--- config.mk ---
export PLATFORM = sky130hd
export DESIGN_NAME = cu_top
export DESIGN_NICKNAME = d
export VERILOG_FILES = /design/src/common/cu_pkg.sv /design/src/datapath/cu_alu.sv /design/src/datapath/cu_regfile.sv /design/src/control/cu_sequencer.sv /design/src/hdl/cu_apb_port.sv /design/src/hdl/cu_top.sv
export SDC_FILE = /design/constraint.sdc
export NUM_CORES = 1
export LEC_CHECK = 0
export ABC_AREA = 1
export ABC_CLOCK_PERIOD_IN_PS = 6050
export BUFFER_PORTS_ARGS = -buffer_cell sky130_fd_sc_hd__clkbuf_2
export CAP_MARGIN = 30
export CORE_MARGIN = 2
export CORE_UTILIZATION = 41
export DETAILED_ROUTE_END_ITERATION = 16
export GPL_TIMING_DRIVEN = 0
export HOLD_SLACK_MARGIN = 0.06
export RECOVER_POWER = 100
export REMOVE_ABC_BUFFERS = 1
export SETUP_SLACK_MARGIN = 0.4
export SYNTH_ARGS = -nofsm -noshare
export SYNTH_HDL_FRONTEND = slang
export SYNTH_HIERARCHICAL = 1
export SYNTH_SLANG_ARGS = --single-unit
--- constraint.sdc ---
create_clock -name clk -period 6.05 [get_ports clk]
set_input_delay 1.21 -clock clk [delete_from_list [all_inputs] [get_ports clk]]
set_output_delay 1.21 -clock clk [all_outputs]
set_load 0.01 [all_outputs]
--- src/common/cu_pkg.sv ---
// Shared widths, instruction fields, opcodes, FSM states and APB map used by every unit
`default_nettype none

package cu_pkg;

    localparam int WORD_W       = 20;  // General register width
    localparam int INSTR_W      = 20;
    localparam int REG_SEL_W    = 3;   // Register field in the instruction
    localparam int OPC_W        = 6;
    localparam int NUM_REGS_DEF = 6;

    // Field LSBs, opcode at the top
    localparam int OPC_LSB  = 14;
    localparam int SRC1_LSB = 11;
    localparam int SRC2_LSB = 8;
    localparam int DST1_LSB = 5;
    localparam int DST2_LSB = 2;       // Bits 1:0 mode and extra, ignored

    typedef enum logic [OPC_W-1:0] {
        TRAP_OP  = 6'd0,               // Sticky trap, refuses later instructions
        NOP_OP   = 6'd1,
        JMP_OP   = 6'd2,               // Jumps and status ops decode as NOP
        JMPZ_OP  = 6'd3,
        JMPS_OP  = 6'd4,
        JMPZS_OP = 6'd5,
        LSTAT_OP = 6'd6,
        XSTAT_OP = 6'd7,
        NOT_OP   = 6'd8,
        AND_OP   = 6'd9,
        OR_OP    = 6'd10,
        XOR_OP   = 6'd11,
        SHFTR_OP = 6'd12,
        SHFTL_OP = 6'd13,
        ROTR_OP  = 6'd14,
        ROTL_OP  = 6'd15,
        SWAP_OP  = 6'd16,
        INC_OP   = 6'd17,
        DEC_OP   = 6'd18,
        ADD_OP   = 6'd19,              // Arithmetic group, no effect
        ADDC_OP  = 6'd20,
        SUB_OP   = 6'd21,
        SUBC_OP  = 6'd22,
        EQ_OP    = 6'd23,
        GT_OP    = 6'd24,
        LT_OP    = 6'd25,
        GET_OP   = 6'd26,
        LET_OP   = 6'd27
    } opcode_t;

    typedef enum logic [1:0] {
        S_FETCH      = 2'd0,           // Idle here between instructions
        S_DECODE     = 2'd1,
        S_EXECUTE    = 2'd2,
        S_WRITE_BACK = 2'd3
    } seq_state_t;

    // APB side
    localparam int APB_ADDR_W = 8;
    localparam int APB_DATA_W = 32;
    localparam logic [APB_ADDR_W-1:0] ADDR_INSTR    = 8'h00;  // Write only
    localparam logic [APB_ADDR_W-1:0] ADDR_STATUS   = 8'h04;  // Read only, {trap,carry,sign,zero}
    localparam logic [APB_ADDR_W-1:0] ADDR_REG_BASE = 8'h10;  // Reg n at base + 4n

endpackage

`default_nettype wire

--- src/datapath/cu_alu.sv ---
// Combinational ALU, gives results, destination writes and flag updates per opcode
`timescale 1ns/1ps
`default_nettype none

module cu_alu (
    input  wire [cu_pkg::OPC_W-1:0]   opcode,
    input  wire [cu_pkg::WORD_W-1:0]  op_a,
    input  wire [cu_pkg::WORD_W-1:0]  op_b,
    output logic [cu_pkg::WORD_W-1:0] result_a,
    output logic [cu_pkg::WORD_W-1:0] result_b,
    output logic                      write_a,
    output logic                      write_b,
    output logic                      zero_upd,
    output logic                      zero_val,
    output logic                      sign_upd,
    output logic                      sign_val,
    output logic                      carry_upd,
    output logic                      carry_val
);

    localparam int W = cu_pkg::WORD_W;

    logic [W:0]   inc_sum;   // Carry out in the top bit
    logic [W-1:0] dec_diff;  // Wraps to all ones

    assign inc_sum  = {1'b0, op_a} + 1'b1;
    assign dec_diff = op_a - 1'b1;

    always_comb begin
        result_a  = '0;
        result_b  = '0;
        write_a   = 1'b0;
        write_b   = 1'b0;
        zero_upd  = 1'b0;
        zero_val  = 1'b0;
        sign_upd  = 1'b0;
        sign_val  = 1'b0;
        carry_upd = 1'b0;
        carry_val = 1'b0;
        case (opcode)
            cu_pkg::NOT_OP: begin
                result_a = ~op_a;
                write_a  = 1'b1;
                zero_upd = 1'b1;
            end
            cu_pkg::AND_OP: begin
                result_a = op_a & op_b;
                write_a  = 1'b1;
                zero_upd = 1'b1;
            end
            cu_pkg::OR_OP: begin
                result_a = op_a | op_b;
                write_a  = 1'b1;
                zero_upd = 1'b1;
            end
            cu_pkg::XOR_OP: begin
                result_a = op_a ^ op_b;
                write_a  = 1'b1;
                zero_upd = 1'b1;
            end
            cu_pkg::SHFTR_OP: begin
                result_a  = {1'b0, op_a[W-1:1]};
                carry_val = op_a[0];     // Bit shifted out
                write_a   = 1'b1;
                zero_upd  = 1'b1;
                carry_upd = 1'b1;
            end
            cu_pkg::SHFTL_OP: begin
                result_a  = {op_a[W-2:0], 1'b0};
                carry_val = op_a[W-1];
                write_a   = 1'b1;
                zero_upd  = 1'b1;
                carry_upd = 1'b1;
            end
            cu_pkg::ROTR_OP: begin
                result_a = {op_a[0], op_a[W-1:1]};  // Flags untouched
                write_a  = 1'b1;
            end
            cu_pkg::ROTL_OP: begin
                result_a = {op_a[W-2:0], op_a[W-1]};
                write_a  = 1'b1;
            end
            cu_pkg::SWAP_OP: begin
                result_a = op_b;
                result_b = op_a;
                write_a  = 1'b1;
                write_b  = 1'b1;
            end
            cu_pkg::INC_OP: begin
                result_a  = inc_sum[W-1:0];
                carry_val = inc_sum[W];
                write_a   = 1'b1;
                zero_upd  = 1'b1;
                carry_upd = 1'b1;
            end
            cu_pkg::DEC_OP: begin
                result_a  = dec_diff;
                carry_val = (op_a == '0);  // Borrow
                write_a   = 1'b1;
                zero_upd  = 1'b1;
                carry_upd = 1'b1;
            end
            // Unsigned compares, flags only
            cu_pkg::EQ_OP: begin
                zero_upd = 1'b1;
                zero_val = (op_a == op_b);
            end
            cu_pkg::GT_OP: begin
                sign_upd = 1'b1;
                sign_val = (op_a > op_b);
            end
            cu_pkg::LT_OP: begin
                sign_upd = 1'b1;
                sign_val = (op_a < op_b);
            end
            cu_pkg::GET_OP: begin
                sign_upd = 1'b1;
                sign_val = (op_a >= op_b);
                zero_upd = 1'b1;
                zero_val = (op_a == op_b);
            end
            cu_pkg::LET_OP: begin
                sign_upd = 1'b1;
                sign_val = (op_a <= op_b);
                zero_upd = 1'b1;
                zero_val = (op_a == op_b);
            end
            default: ;  // TRAP, NOP and dropped opcodes
        endcase
        // Zero of the written result for the logic, shift and inc/dec group
        if (zero_upd && write_a) begin
            zero_val = (result_a == '0);
        end
    end

endmodule

`default_nettype wire

--- src/datapath/cu_regfile.sv ---
// General register file with two operand reads, two write-back ports and a host port
`timescale 1ns/1ps
`default_nettype none

module cu_regfile #(
    parameter int NUM_REGS = cu_pkg::NUM_REGS_DEF
) (
    input  wire                          clk,
    input  wire                          reset,
    input  wire [cu_pkg::REG_SEL_W-1:0]  rd_sel_a,
    input  wire [cu_pkg::REG_SEL_W-1:0]  rd_sel_b,
    input  wire                          wb_we_a,
    input  wire [cu_pkg::REG_SEL_W-1:0]  wb_sel_a,
    input  wire [cu_pkg::WORD_W-1:0]     wb_data_a,
    input  wire                          wb_we_b,
    input  wire [cu_pkg::REG_SEL_W-1:0]  wb_sel_b,
    input  wire [cu_pkg::WORD_W-1:0]     wb_data_b,
    input  wire                          host_we,
    input  wire [cu_pkg::REG_SEL_W-1:0]  host_sel,
    input  wire [cu_pkg::WORD_W-1:0]     host_data,
    output logic [cu_pkg::WORD_W-1:0]    rd_data_a,
    output logic [cu_pkg::WORD_W-1:0]    rd_data_b,
    output logic [cu_pkg::WORD_W-1:0]    host_rdata
);

    localparam int SEL_W = cu_pkg::REG_SEL_W;

    logic [cu_pkg::WORD_W-1:0] regs [NUM_REGS];

    // Out-of-range selector reads zero
    function automatic logic [cu_pkg::WORD_W-1:0] read_reg(input logic [SEL_W-1:0] sel);
        logic [cu_pkg::WORD_W-1:0] val;
        val = '0;
        for (int i = 0; i < NUM_REGS; i++) begin
            if (sel == SEL_W'(i)) begin
                val = regs[i];
            end
        end
        return val;
    endfunction

    always_comb rd_data_a  = read_reg(rd_sel_a);
    always_comb rd_data_b  = read_reg(rd_sel_b);
    always_comb host_rdata = read_reg(host_sel);

    always_ff @(posedge clk or posedge reset) begin
        if (reset) begin
            for (int i = 0; i < NUM_REGS; i++) begin
                regs[i] <= '0;
            end
        end else begin
            for (int i = 0; i < NUM_REGS; i++) begin
                if (host_we && host_sel == SEL_W'(i)) begin
                    regs[i] <= host_data;
                end
                if (wb_we_a && wb_sel_a == SEL_W'(i)) begin
                    regs[i] <= wb_data_a;
                end
                if (wb_we_b && wb_sel_b == SEL_W'(i)) begin
                    regs[i] <= wb_data_b;  // Last, so port b wins
                end
            end
        end
    end

    // Host access only between instructions
    assert property (@(posedge clk) disable iff (reset)
        host_we |-> !(wb_we_a || wb_we_b));

endmodule

`default_nettype wire

--- src/control/cu_sequencer.sv ---
// Four-state instruction FSM, latches operands and results and owns the status flags
`timescale 1ns/1ps
`default_nettype none

module cu_sequencer (
    input  wire                           clk,
    input  wire                           reset,
    input  wire                           start,
    input  wire [cu_pkg::INSTR_W-1:0]     instr,
    input  wire [cu_pkg::WORD_W-1:0]      rd_data_a,
    input  wire [cu_pkg::WORD_W-1:0]      rd_data_b,
    input  wire [cu_pkg::WORD_W-1:0]      result_a,
    input  wire [cu_pkg::WORD_W-1:0]      result_b,
    input  wire                           write_a,
    input  wire                           write_b,
    input  wire                           zero_upd,
    input  wire                           zero_val,
    input  wire                           sign_upd,
    input  wire                           sign_val,
    input  wire                           carry_upd,
    input  wire                           carry_val,
    output logic                          done,
    output logic                          zero_flag,
    output logic                          sign_flag,
    output logic                          carry_flag,
    output logic                          trap_flag,
    output logic [cu_pkg::REG_SEL_W-1:0]  rd_sel_a,
    output logic [cu_pkg::REG_SEL_W-1:0]  rd_sel_b,
    output logic                          wb_we_a,
    output logic [cu_pkg::REG_SEL_W-1:0]  wb_sel_a,
    output logic [cu_pkg::WORD_W-1:0]     wb_data_a,
    output logic                          wb_we_b,
    output logic [cu_pkg::REG_SEL_W-1:0]  wb_sel_b,
    output logic [cu_pkg::WORD_W-1:0]     wb_data_b,
    output cu_pkg::opcode_t               opcode,
    output logic [cu_pkg::WORD_W-1:0]     op_a,
    output logic [cu_pkg::WORD_W-1:0]     op_b
);

    cu_pkg::seq_state_t         state;
    logic [cu_pkg::INSTR_W-1:0] instr_q;
    logic [cu_pkg::WORD_W-1:0]  res_a_q;
    logic [cu_pkg::WORD_W-1:0]  res_b_q;
    logic                       wr_a_q;
    logic                       wr_b_q;
    logic                       zu_q;    // Latched flag updates
    logic                       zv_q;
    logic                       su_q;
    logic                       sv_q;
    logic                       cu_q;
    logic                       cv_q;

    // Instruction fields
    assign opcode   = cu_pkg::opcode_t'(instr_q[cu_pkg::OPC_LSB +: cu_pkg::OPC_W]);
    assign rd_sel_a = instr_q[cu_pkg::SRC1_LSB +: cu_pkg::REG_SEL_W];
    assign rd_sel_b = instr_q[cu_pkg::SRC2_LSB +: cu_pkg::REG_SEL_W];
    assign wb_sel_a = instr_q[cu_pkg::DST1_LSB +: cu_pkg::REG_SEL_W];
    assign wb_sel_b = instr_q[cu_pkg::DST2_LSB +: cu_pkg::REG_SEL_W];

    assign done      = (state == cu_pkg::S_WRITE_BACK);
    assign wb_we_a   = done && wr_a_q;
    assign wb_we_b   = done && wr_b_q;
    assign wb_data_a = res_a_q;
    assign wb_data_b = res_b_q;

    always_ff @(posedge clk or posedge reset) begin
        if (reset) begin
            state      <= cu_pkg::S_FETCH;
            wr_a_q     <= 1'b0;
            wr_b_q     <= 1'b0;
            zu_q       <= 1'b0;
            zv_q       <= 1'b0;
            su_q       <= 1'b0;
            sv_q       <= 1'b0;
            cu_q       <= 1'b0;
            cv_q       <= 1'b0;
            zero_flag  <= 1'b0;
            sign_flag  <= 1'b0;
            carry_flag <= 1'b0;
            trap_flag  <= 1'b0;
        end else begin
            case (state)
                cu_pkg::S_FETCH: begin
                    if (start) begin
                        state <= cu_pkg::S_DECODE;
                    end
                end
                cu_pkg::S_DECODE: state <= cu_pkg::S_EXECUTE;  // Operands latched below
                cu_pkg::S_EXECUTE: begin
                    state  <= cu_pkg::S_WRITE_BACK;
                    wr_a_q <= write_a;
                    wr_b_q <= write_b;
                    zu_q   <= zero_upd;
                    zv_q   <= zero_val;
                    su_q   <= sign_upd;
                    sv_q   <= sign_val;
                    cu_q   <= carry_upd;
                    cv_q   <= carry_val;
                end
                default: begin
                    state <= cu_pkg::S_FETCH;  // Write-back, regs written by the regfile
                    if (zu_q) begin
                        zero_flag <= zv_q;
                    end
                    if (su_q) begin
                        sign_flag <= sv_q;
                    end
                    if (cu_q) begin
                        carry_flag <= cv_q;
                    end
                    if (opcode == cu_pkg::TRAP_OP) begin
                        trap_flag <= 1'b1;  // Sticky until reset
                    end
                end
            endcase
        end
    end

    // Instruction, operand and result data
    always_ff @(posedge clk) begin
        if (state == cu_pkg::S_FETCH && start) begin
            instr_q <= instr;
        end
        if (state == cu_pkg::S_DECODE) begin
            op_a <= rd_data_a;
            op_b <= rd_data_b;
        end
        if (state == cu_pkg::S_EXECUTE) begin
            res_a_q <= result_a;
            res_b_q <= result_b;
        end
    end

    // Port issues only while idle
    assert property (@(posedge clk) disable iff (reset)
        start |-> (state == cu_pkg::S_FETCH));

endmodule

`default_nettype wire

--- src/hdl/cu_apb_port.sv ---
// APB slave of the control unit, decodes the map, issues instructions and serves host reads
`timescale 1ns/1ps
`default_nettype none

module cu_apb_port #(
    parameter int NUM_REGS = cu_pkg::NUM_REGS_DEF
) (
    input  wire                           clk,
    input  wire                           reset,
    input  wire                           psel,
    input  wire                           penable,
    input  wire                           pwrite,
    input  wire [cu_pkg::APB_ADDR_W-1:0]  paddr,
    input  wire [cu_pkg::APB_DATA_W-1:0]  pwdata,
    input  wire                           done,
    input  wire                           trap_flag,
    input  wire                           zero_flag,
    input  wire                           sign_flag,
    input  wire                           carry_flag,
    input  wire [cu_pkg::WORD_W-1:0]      host_rdata,
    output logic [cu_pkg::APB_DATA_W-1:0] prdata,
    output logic                          pready,
    output logic                          pslverr,
    output logic                          start,
    output logic [cu_pkg::INSTR_W-1:0]    instr,
    output logic                          host_we,
    output logic [cu_pkg::REG_SEL_W-1:0]  host_sel,
    output logic [cu_pkg::WORD_W-1:0]     host_data
);

    logic                          access;     // APB access phase
    logic                          is_instr;
    logic                          is_status;
    logic                          is_reg;     // Aligned and below NUM_REGS
    logic [cu_pkg::APB_ADDR_W-1:0] reg_offs;
    logic                          instr_wr;
    logic                          issued;     // Instruction in flight

    assign access    = psel && penable;
    assign reg_offs  = paddr - cu_pkg::ADDR_REG_BASE;
    assign is_instr  = (paddr == cu_pkg::ADDR_INSTR);
    assign is_status = (paddr == cu_pkg::ADDR_STATUS);
    assign is_reg    = (paddr >= cu_pkg::ADDR_REG_BASE) && (reg_offs[1:0] == 2'b00)
                       && (32'(reg_offs[cu_pkg::APB_ADDR_W-1:2]) < NUM_REGS);
    assign instr_wr  = access && pwrite && is_instr;

    // Refused: unmapped, STATUS write, INSTR read, or trapped
    assign pslverr = access && (!(is_instr || is_status || is_reg)
                                || (pwrite && is_status)
                                || (!pwrite && is_instr)
                                || (instr_wr && trap_flag));

    // Instruction writes wait for write-back, all else is zero wait
    assign pready = access && (!instr_wr || trap_flag || done);

    assign start = instr_wr && !trap_flag && !issued;  // First access cycle only
    assign instr = pwdata[cu_pkg::INSTR_W-1:0];

    assign host_we   = access && pwrite && is_reg;
    assign host_sel  = reg_offs[cu_pkg::REG_SEL_W+1:2];
    assign host_data = pwdata[cu_pkg::WORD_W-1:0];    // Upper bits dropped

    always_comb begin
        prdata = '0;
        if (access && !pwrite) begin
            if (is_reg) begin
                prdata = cu_pkg::APB_DATA_W'(host_rdata);  // Zero-extended
            end else if (is_status) begin
                prdata = cu_pkg::APB_DATA_W'({trap_flag, carry_flag, sign_flag, zero_flag});
            end
        end
    end

    // Set on issue, cleared as write-back ends the transfer
    always_ff @(posedge clk or posedge reset) begin
        if (reset) begin
            issued <= 1'b0;
        end else if (start) begin
            issued <= 1'b1;
        end else if (done) begin
            issued <= 1'b0;
        end
    end

    // Nothing left in flight once trapped
    assert property (@(posedge clk) disable iff (reset) trap_flag |-> !issued);

    // Issue to completion is four access cycles, ending with done
    assert property (@(posedge clk) disable iff (reset)
        start |-> ##3 (done && pready));

endmodule

`default_nettype wire

--- src/hdl/cu_top.sv ---
// Control unit top level, an APB slave wrapping the sequencer, register file and ALU
`timescale 1ns/1ps
`default_nettype none

module cu_top #(
    parameter int NUM_REGS = cu_pkg::NUM_REGS_DEF  // 1 to 8
) (
    input  wire                           clk,
    input  wire                           reset,
    input  wire                           psel,
    input  wire                           penable,
    input  wire                           pwrite,
    input  wire [cu_pkg::APB_ADDR_W-1:0]  paddr,
    input  wire [cu_pkg::APB_DATA_W-1:0]  pwdata,
    output logic [cu_pkg::APB_DATA_W-1:0] prdata,
    output logic                          pready,
    output logic                          pslverr
);

    // APB port to sequencer
    logic                         start;
    logic                         done;
    logic [cu_pkg::INSTR_W-1:0]   instr;
    logic                         zero_flag;
    logic                         sign_flag;
    logic                         carry_flag;
    logic                         trap_flag;

    // Host register access
    logic                         host_we;
    logic [cu_pkg::REG_SEL_W-1:0] host_sel;
    logic [cu_pkg::WORD_W-1:0]    host_data;
    logic [cu_pkg::WORD_W-1:0]    host_rdata;

    // Sequencer to register file
    logic [cu_pkg::REG_SEL_W-1:0] rd_sel_a;
    logic [cu_pkg::REG_SEL_W-1:0] rd_sel_b;
    logic [cu_pkg::WORD_W-1:0]    rd_data_a;
    logic [cu_pkg::WORD_W-1:0]    rd_data_b;
    logic                         wb_we_a;
    logic [cu_pkg::REG_SEL_W-1:0] wb_sel_a;
    logic [cu_pkg::WORD_W-1:0]    wb_data_a;
    logic                         wb_we_b;
    logic [cu_pkg::REG_SEL_W-1:0] wb_sel_b;
    logic [cu_pkg::WORD_W-1:0]    wb_data_b;

    // Sequencer to ALU and back
    cu_pkg::opcode_t              opcode;
    logic [cu_pkg::WORD_W-1:0]    op_a;
    logic [cu_pkg::WORD_W-1:0]    op_b;
    logic [cu_pkg::WORD_W-1:0]    result_a;
    logic [cu_pkg::WORD_W-1:0]    result_b;
    logic                         write_a;
    logic                         write_b;
    logic                         zero_upd;
    logic                         zero_val;
    logic                         sign_upd;
    logic                         sign_val;
    logic                         carry_upd;
    logic                         carry_val;

    cu_apb_port #(.NUM_REGS(NUM_REGS)) u_apb_port (
        .clk(clk), .reset(reset),
        .psel(psel), .penable(penable), .pwrite(pwrite), .paddr(paddr), .pwdata(pwdata),
        .prdata(prdata), .pready(pready), .pslverr(pslverr),
        .start(start), .instr(instr), .done(done),
        .trap_flag(trap_flag), .zero_flag(zero_flag),
        .sign_flag(sign_flag), .carry_flag(carry_flag),
        .host_we(host_we), .host_sel(host_sel), .host_data(host_data),
        .host_rdata(host_rdata)
    );

    cu_sequencer u_sequencer (
        .clk(clk), .reset(reset), .start(start), .instr(instr), .done(done),
        .zero_flag(zero_flag), .sign_flag(sign_flag),
        .carry_flag(carry_flag), .trap_flag(trap_flag),
        .rd_sel_a(rd_sel_a), .rd_sel_b(rd_sel_b),
        .rd_data_a(rd_data_a), .rd_data_b(rd_data_b),
        .wb_we_a(wb_we_a), .wb_sel_a(wb_sel_a), .wb_data_a(wb_data_a),
        .wb_we_b(wb_we_b), .wb_sel_b(wb_sel_b), .wb_data_b(wb_data_b),
        .opcode(opcode), .op_a(op_a), .op_b(op_b),
        .result_a(result_a), .result_b(result_b), .write_a(write_a), .write_b(write_b),
        .zero_upd(zero_upd), .zero_val(zero_val), .sign_upd(sign_upd),
        .sign_val(sign_val), .carry_upd(carry_upd), .carry_val(carry_val)
    );

    cu_regfile #(.NUM_REGS(NUM_REGS)) u_regfile (
        .clk(clk), .reset(reset),
        .rd_sel_a(rd_sel_a), .rd_sel_b(rd_sel_b),
        .rd_data_a(rd_data_a), .rd_data_b(rd_data_b),
        .wb_we_a(wb_we_a), .wb_sel_a(wb_sel_a), .wb_data_a(wb_data_a),
        .wb_we_b(wb_we_b), .wb_sel_b(wb_sel_b), .wb_data_b(wb_data_b),
        .host_we(host_we), .host_sel(host_sel), .host_data(host_data),
        .host_rdata(host_rdata)
    );

    cu_alu u_alu (
        .opcode(opcode), .op_a(op_a), .op_b(op_b),
        .result_a(result_a), .result_b(result_b), .write_a(write_a), .write_b(write_b),
        .zero_upd(zero_upd), .zero_val(zero_val), .sign_upd(sign_upd),
        .sign_val(sign_val), .carry_upd(carry_upd), .carry_val(carry_val)
    );

endmodule

`default_nettype wire

==> impl_metrics.csv <==
group,metric,value,unit
clock_network,clockRootBuffer,"clkbuf_16",
routing,ant_nets,0,
synthesis,syn_area,18600,sq um
clock_network,cts_buffers,27,
power,leakagePower,9.29,nW
synthesis,synth_cells,2894,
clock_network,cts.hold.buffers_added,0,
routing,first_pass_iters,7,
placed_design,finalWeightedCongestion,0.946,
cells_and_area,nNetsFinal,2925,
timing,timing.setup.tns,0,ns
timing,fmax,193,MHz
setup_path,startpoint_type,"flip-flop",
cells_and_area,area.growth.synth_to_final,6.61,%
routing,post_drt_via_cell_ratio,5.85,
power,peakVddDrop,268,uV
timing,max_transition_margin,-73.9,%
setup_path,crit_fanout,32,
timing,grt_setup_unrepaired,"false",
routing,drc,0,
cells_and_area,antenna_cells,0,
clock_network,cts_resized,0,
routing,wirelength,74.7,mm
timing,final_hold_violation_count,0,
setup_path,required,6.53,ns
setup_path,worstSetupPathType,"flip-flop to flip-flop",
timing,final_critical_path_setup_slack,0.877,ns
global_route,grt_pass1_wl,112,mm
global_route,overflow,0,
timing,finalClockSkew,0.0116,ns
timing,worst-slew-pin-transition,2.60,ns
placed_design,number_of_port_buffers,54,
cells_and_area,final_layout_size_suffix_gt1_share,5.19,%
run_status,failing_checks,"capacitance limit, slew limit",
global_route,grt_start_max_net_pins,90,
clock_network,cts.htree.levels,1,
synthesis,syn_avg_cell_area,6.43,sq um
setup_path,worst-r2r-cell-count,15,
clock_network,path_clk_slew,0.06,ns
min_path,min_path_type,"flip-flop to flip-flop",
global_route,number_of_antenna_violations_at_the_first_check_in_global_routing,0,
die,die_h,217,um
die,ios,79,
synthesis,yosys_warnings,6,
run_status,run_status,"complete, but fails checks",
die,initial_core_util,41.3,%
routing,post_drt_wl_per_cell,21.8,um
min_path,hold_path_depth,2,
routing,drtIter0Drc,2861,
die,placementRows,78,
setup_path,crit_arrival,5.65,ns
timing,drv_slew,264,
clock_network,clkLatencyLatePin,0.57,ns
routing,route.vias.total,20078,
global_route,globalRouteTotalUtil,31.1,%
placed_design,dp_hpwl,53.2,mm
clock_network,cts-root-to-sink-buffers,3,
clock_network,clock-sinks,233,
clock_network,post-cts-setup-buffer-count,0,
clock_network,cts_tree,"done",
power,power-per-cell-area,305,nW/um^2
global_route,first_global_vias,18248,
flow_run,maxCapViolations,7,
timing,final_period_minus_worst_setup_slack,5.17,ns
placed_design,worst_slack_at_placement,0.842,ns
timing,period_utilization_post_route,85.5,%
die,die_span_x,217,um
die,core_area,45100,sq um
die,die-area,47100,sq um
setup_path,kind_of_end_point_of_the_critical_path,"flip-flop",
timing,setup_violations,0,
[flip-flops by register name, summed over array words and instances, names as in the netlist, 2 cells and up]
| signal | count |
|---|---|
| u_regfile/regs | 120 |
| u_sequencer/op_a | 20 |
| u_sequencer/op_b | 20 |
| u_sequencer/wb_data_a | 20 |
| u_sequencer/wb_data_b | 20 |
| u_sequencer/instr_q | 18 |
| u_sequencer/state | 2 |
[worst max-delay path, cell delays in order, from the launching register on]
cell and delay, ns:
edfxtp_1 0.46, nor2_1 1.95, nand3_1 1.01, nand2_1 0.29
nor2_1 0.08, nand3_2 0.11, nand2_1 0.08, nor2_1 0.26
nand2_1 0.09, nor2_1 0.13, nand2_1 0.06, nor2_1 0.18
nand2_1 0.13, nand2_1 0.12, nand2_2 0.06, o21ai_0 0.09
[worst paths after layout]
kind	startpoint	to	slack, ns
setup / recovery	u_sequencer/instr_q[19]$_DFFE_PP_	u_sequencer/zv_q$_DFFE_PP0N_	0.88
hold / removal	u_sequencer/zu_q$_DFFE_PP0N_	u_sequencer/zu_q$_DFFE_PP0N_	0.48
max in group asynchronous	reset	u_regfile/regs[102]$_DFFE_PP0P_	1.91
min in group asynchronous	reset	u_apb_port/issued$_DFFE_PP0P_	0.51
setup reg to reg	u_sequencer/instr_q[19]$_DFFE_PP_	u_sequencer/zv_q$_DFFE_PP0N_	0.88
hold reg to reg	u_sequencer/zu_q$_DFFE_PP0N_	u_sequencer/zu_q$_DFFE_PP0N_	0.48
[cell type report]
type / count / area, sq um
timing repair buffer: 83 / 599
multi-input combinational: 2221 / 10300
clock buffer: 43 / 816
clock inverter: 6 / 105
sequential: 233 / 6320
inverter: 245 / 925
tap: 600 / 751
fill: 4814 / 25300
[per-stage QoR]
stage	util [%]	hold slack (ns)	total power, mW	cell area [sq um]	cells
detailed placement	42.5	0.463	4.27	19200	3381
CTS	44.5	0.478	6.01	20100	3430
global placement	41.2	0.462	4.21	18600	3353
finish	44.0	0.476	6.04	19800	3431
floorplan	-	0.442	3.54	17600	2699
global route	44.0	0.504	6.35	19800	3431
[layer usage]
layer | wire (um) | share of wire [%] | track usage (%) | vias to the layer above
li1 | - | - | - | 9136
met1 | 32000 | 43 | 44.4 | 9524
met2 | 32600 | 44 | 47.4 | 1245
met3 | 7850 | 11 | 5.79 | 173
met4 | 2150 | 2.9 | 9.68 | 0
met5 | 0 | 0 | 0 | -
[layout by cell type (no fill, tap or decap), types with 4 or more instances in the layout]
| cell | n |
|---|---|
| nand2_2 | 10 |
| edfxtp_1 | 98 |
| nand3_2 | 10 |
| conb_1 | 12 |
| clkbuf_2 | 15 |
| clkbuf_16 | 27 |
| buf_8 | 12 |
| o21ai_1 | 8 |
| nor2_4 | 8 |
| a21oi_1 | 13 |
| clkbuf_1 | 54 |
| nor2_1 | 289 |
| nor3_2 | 5 |
| nand2_1 | 1074 |
| nor2_2 | 18 |
| o21ai_0 | 116 |
| nor3_1 | 8 |
| clkinv_2 | 4 |
| inv_1 | 224 |
| ha_1 | 69 |
| clkinv_1 | 8 |
| inv_2 | 10 |
| clkbuf_8 | 8 |
| nand4_1 | 145 |
| nand3_1 | 414 |
| dfrtp_1 | 135 |
[power by group]
part / switching, mW / internal [mW]
Sequential: 0.568 / 2.18
Combinational: 1.14 / 0.431
Clock: 0.683 / 1.04
Total: 2.39 / 3.65
(Power assumes the default switching activity.)
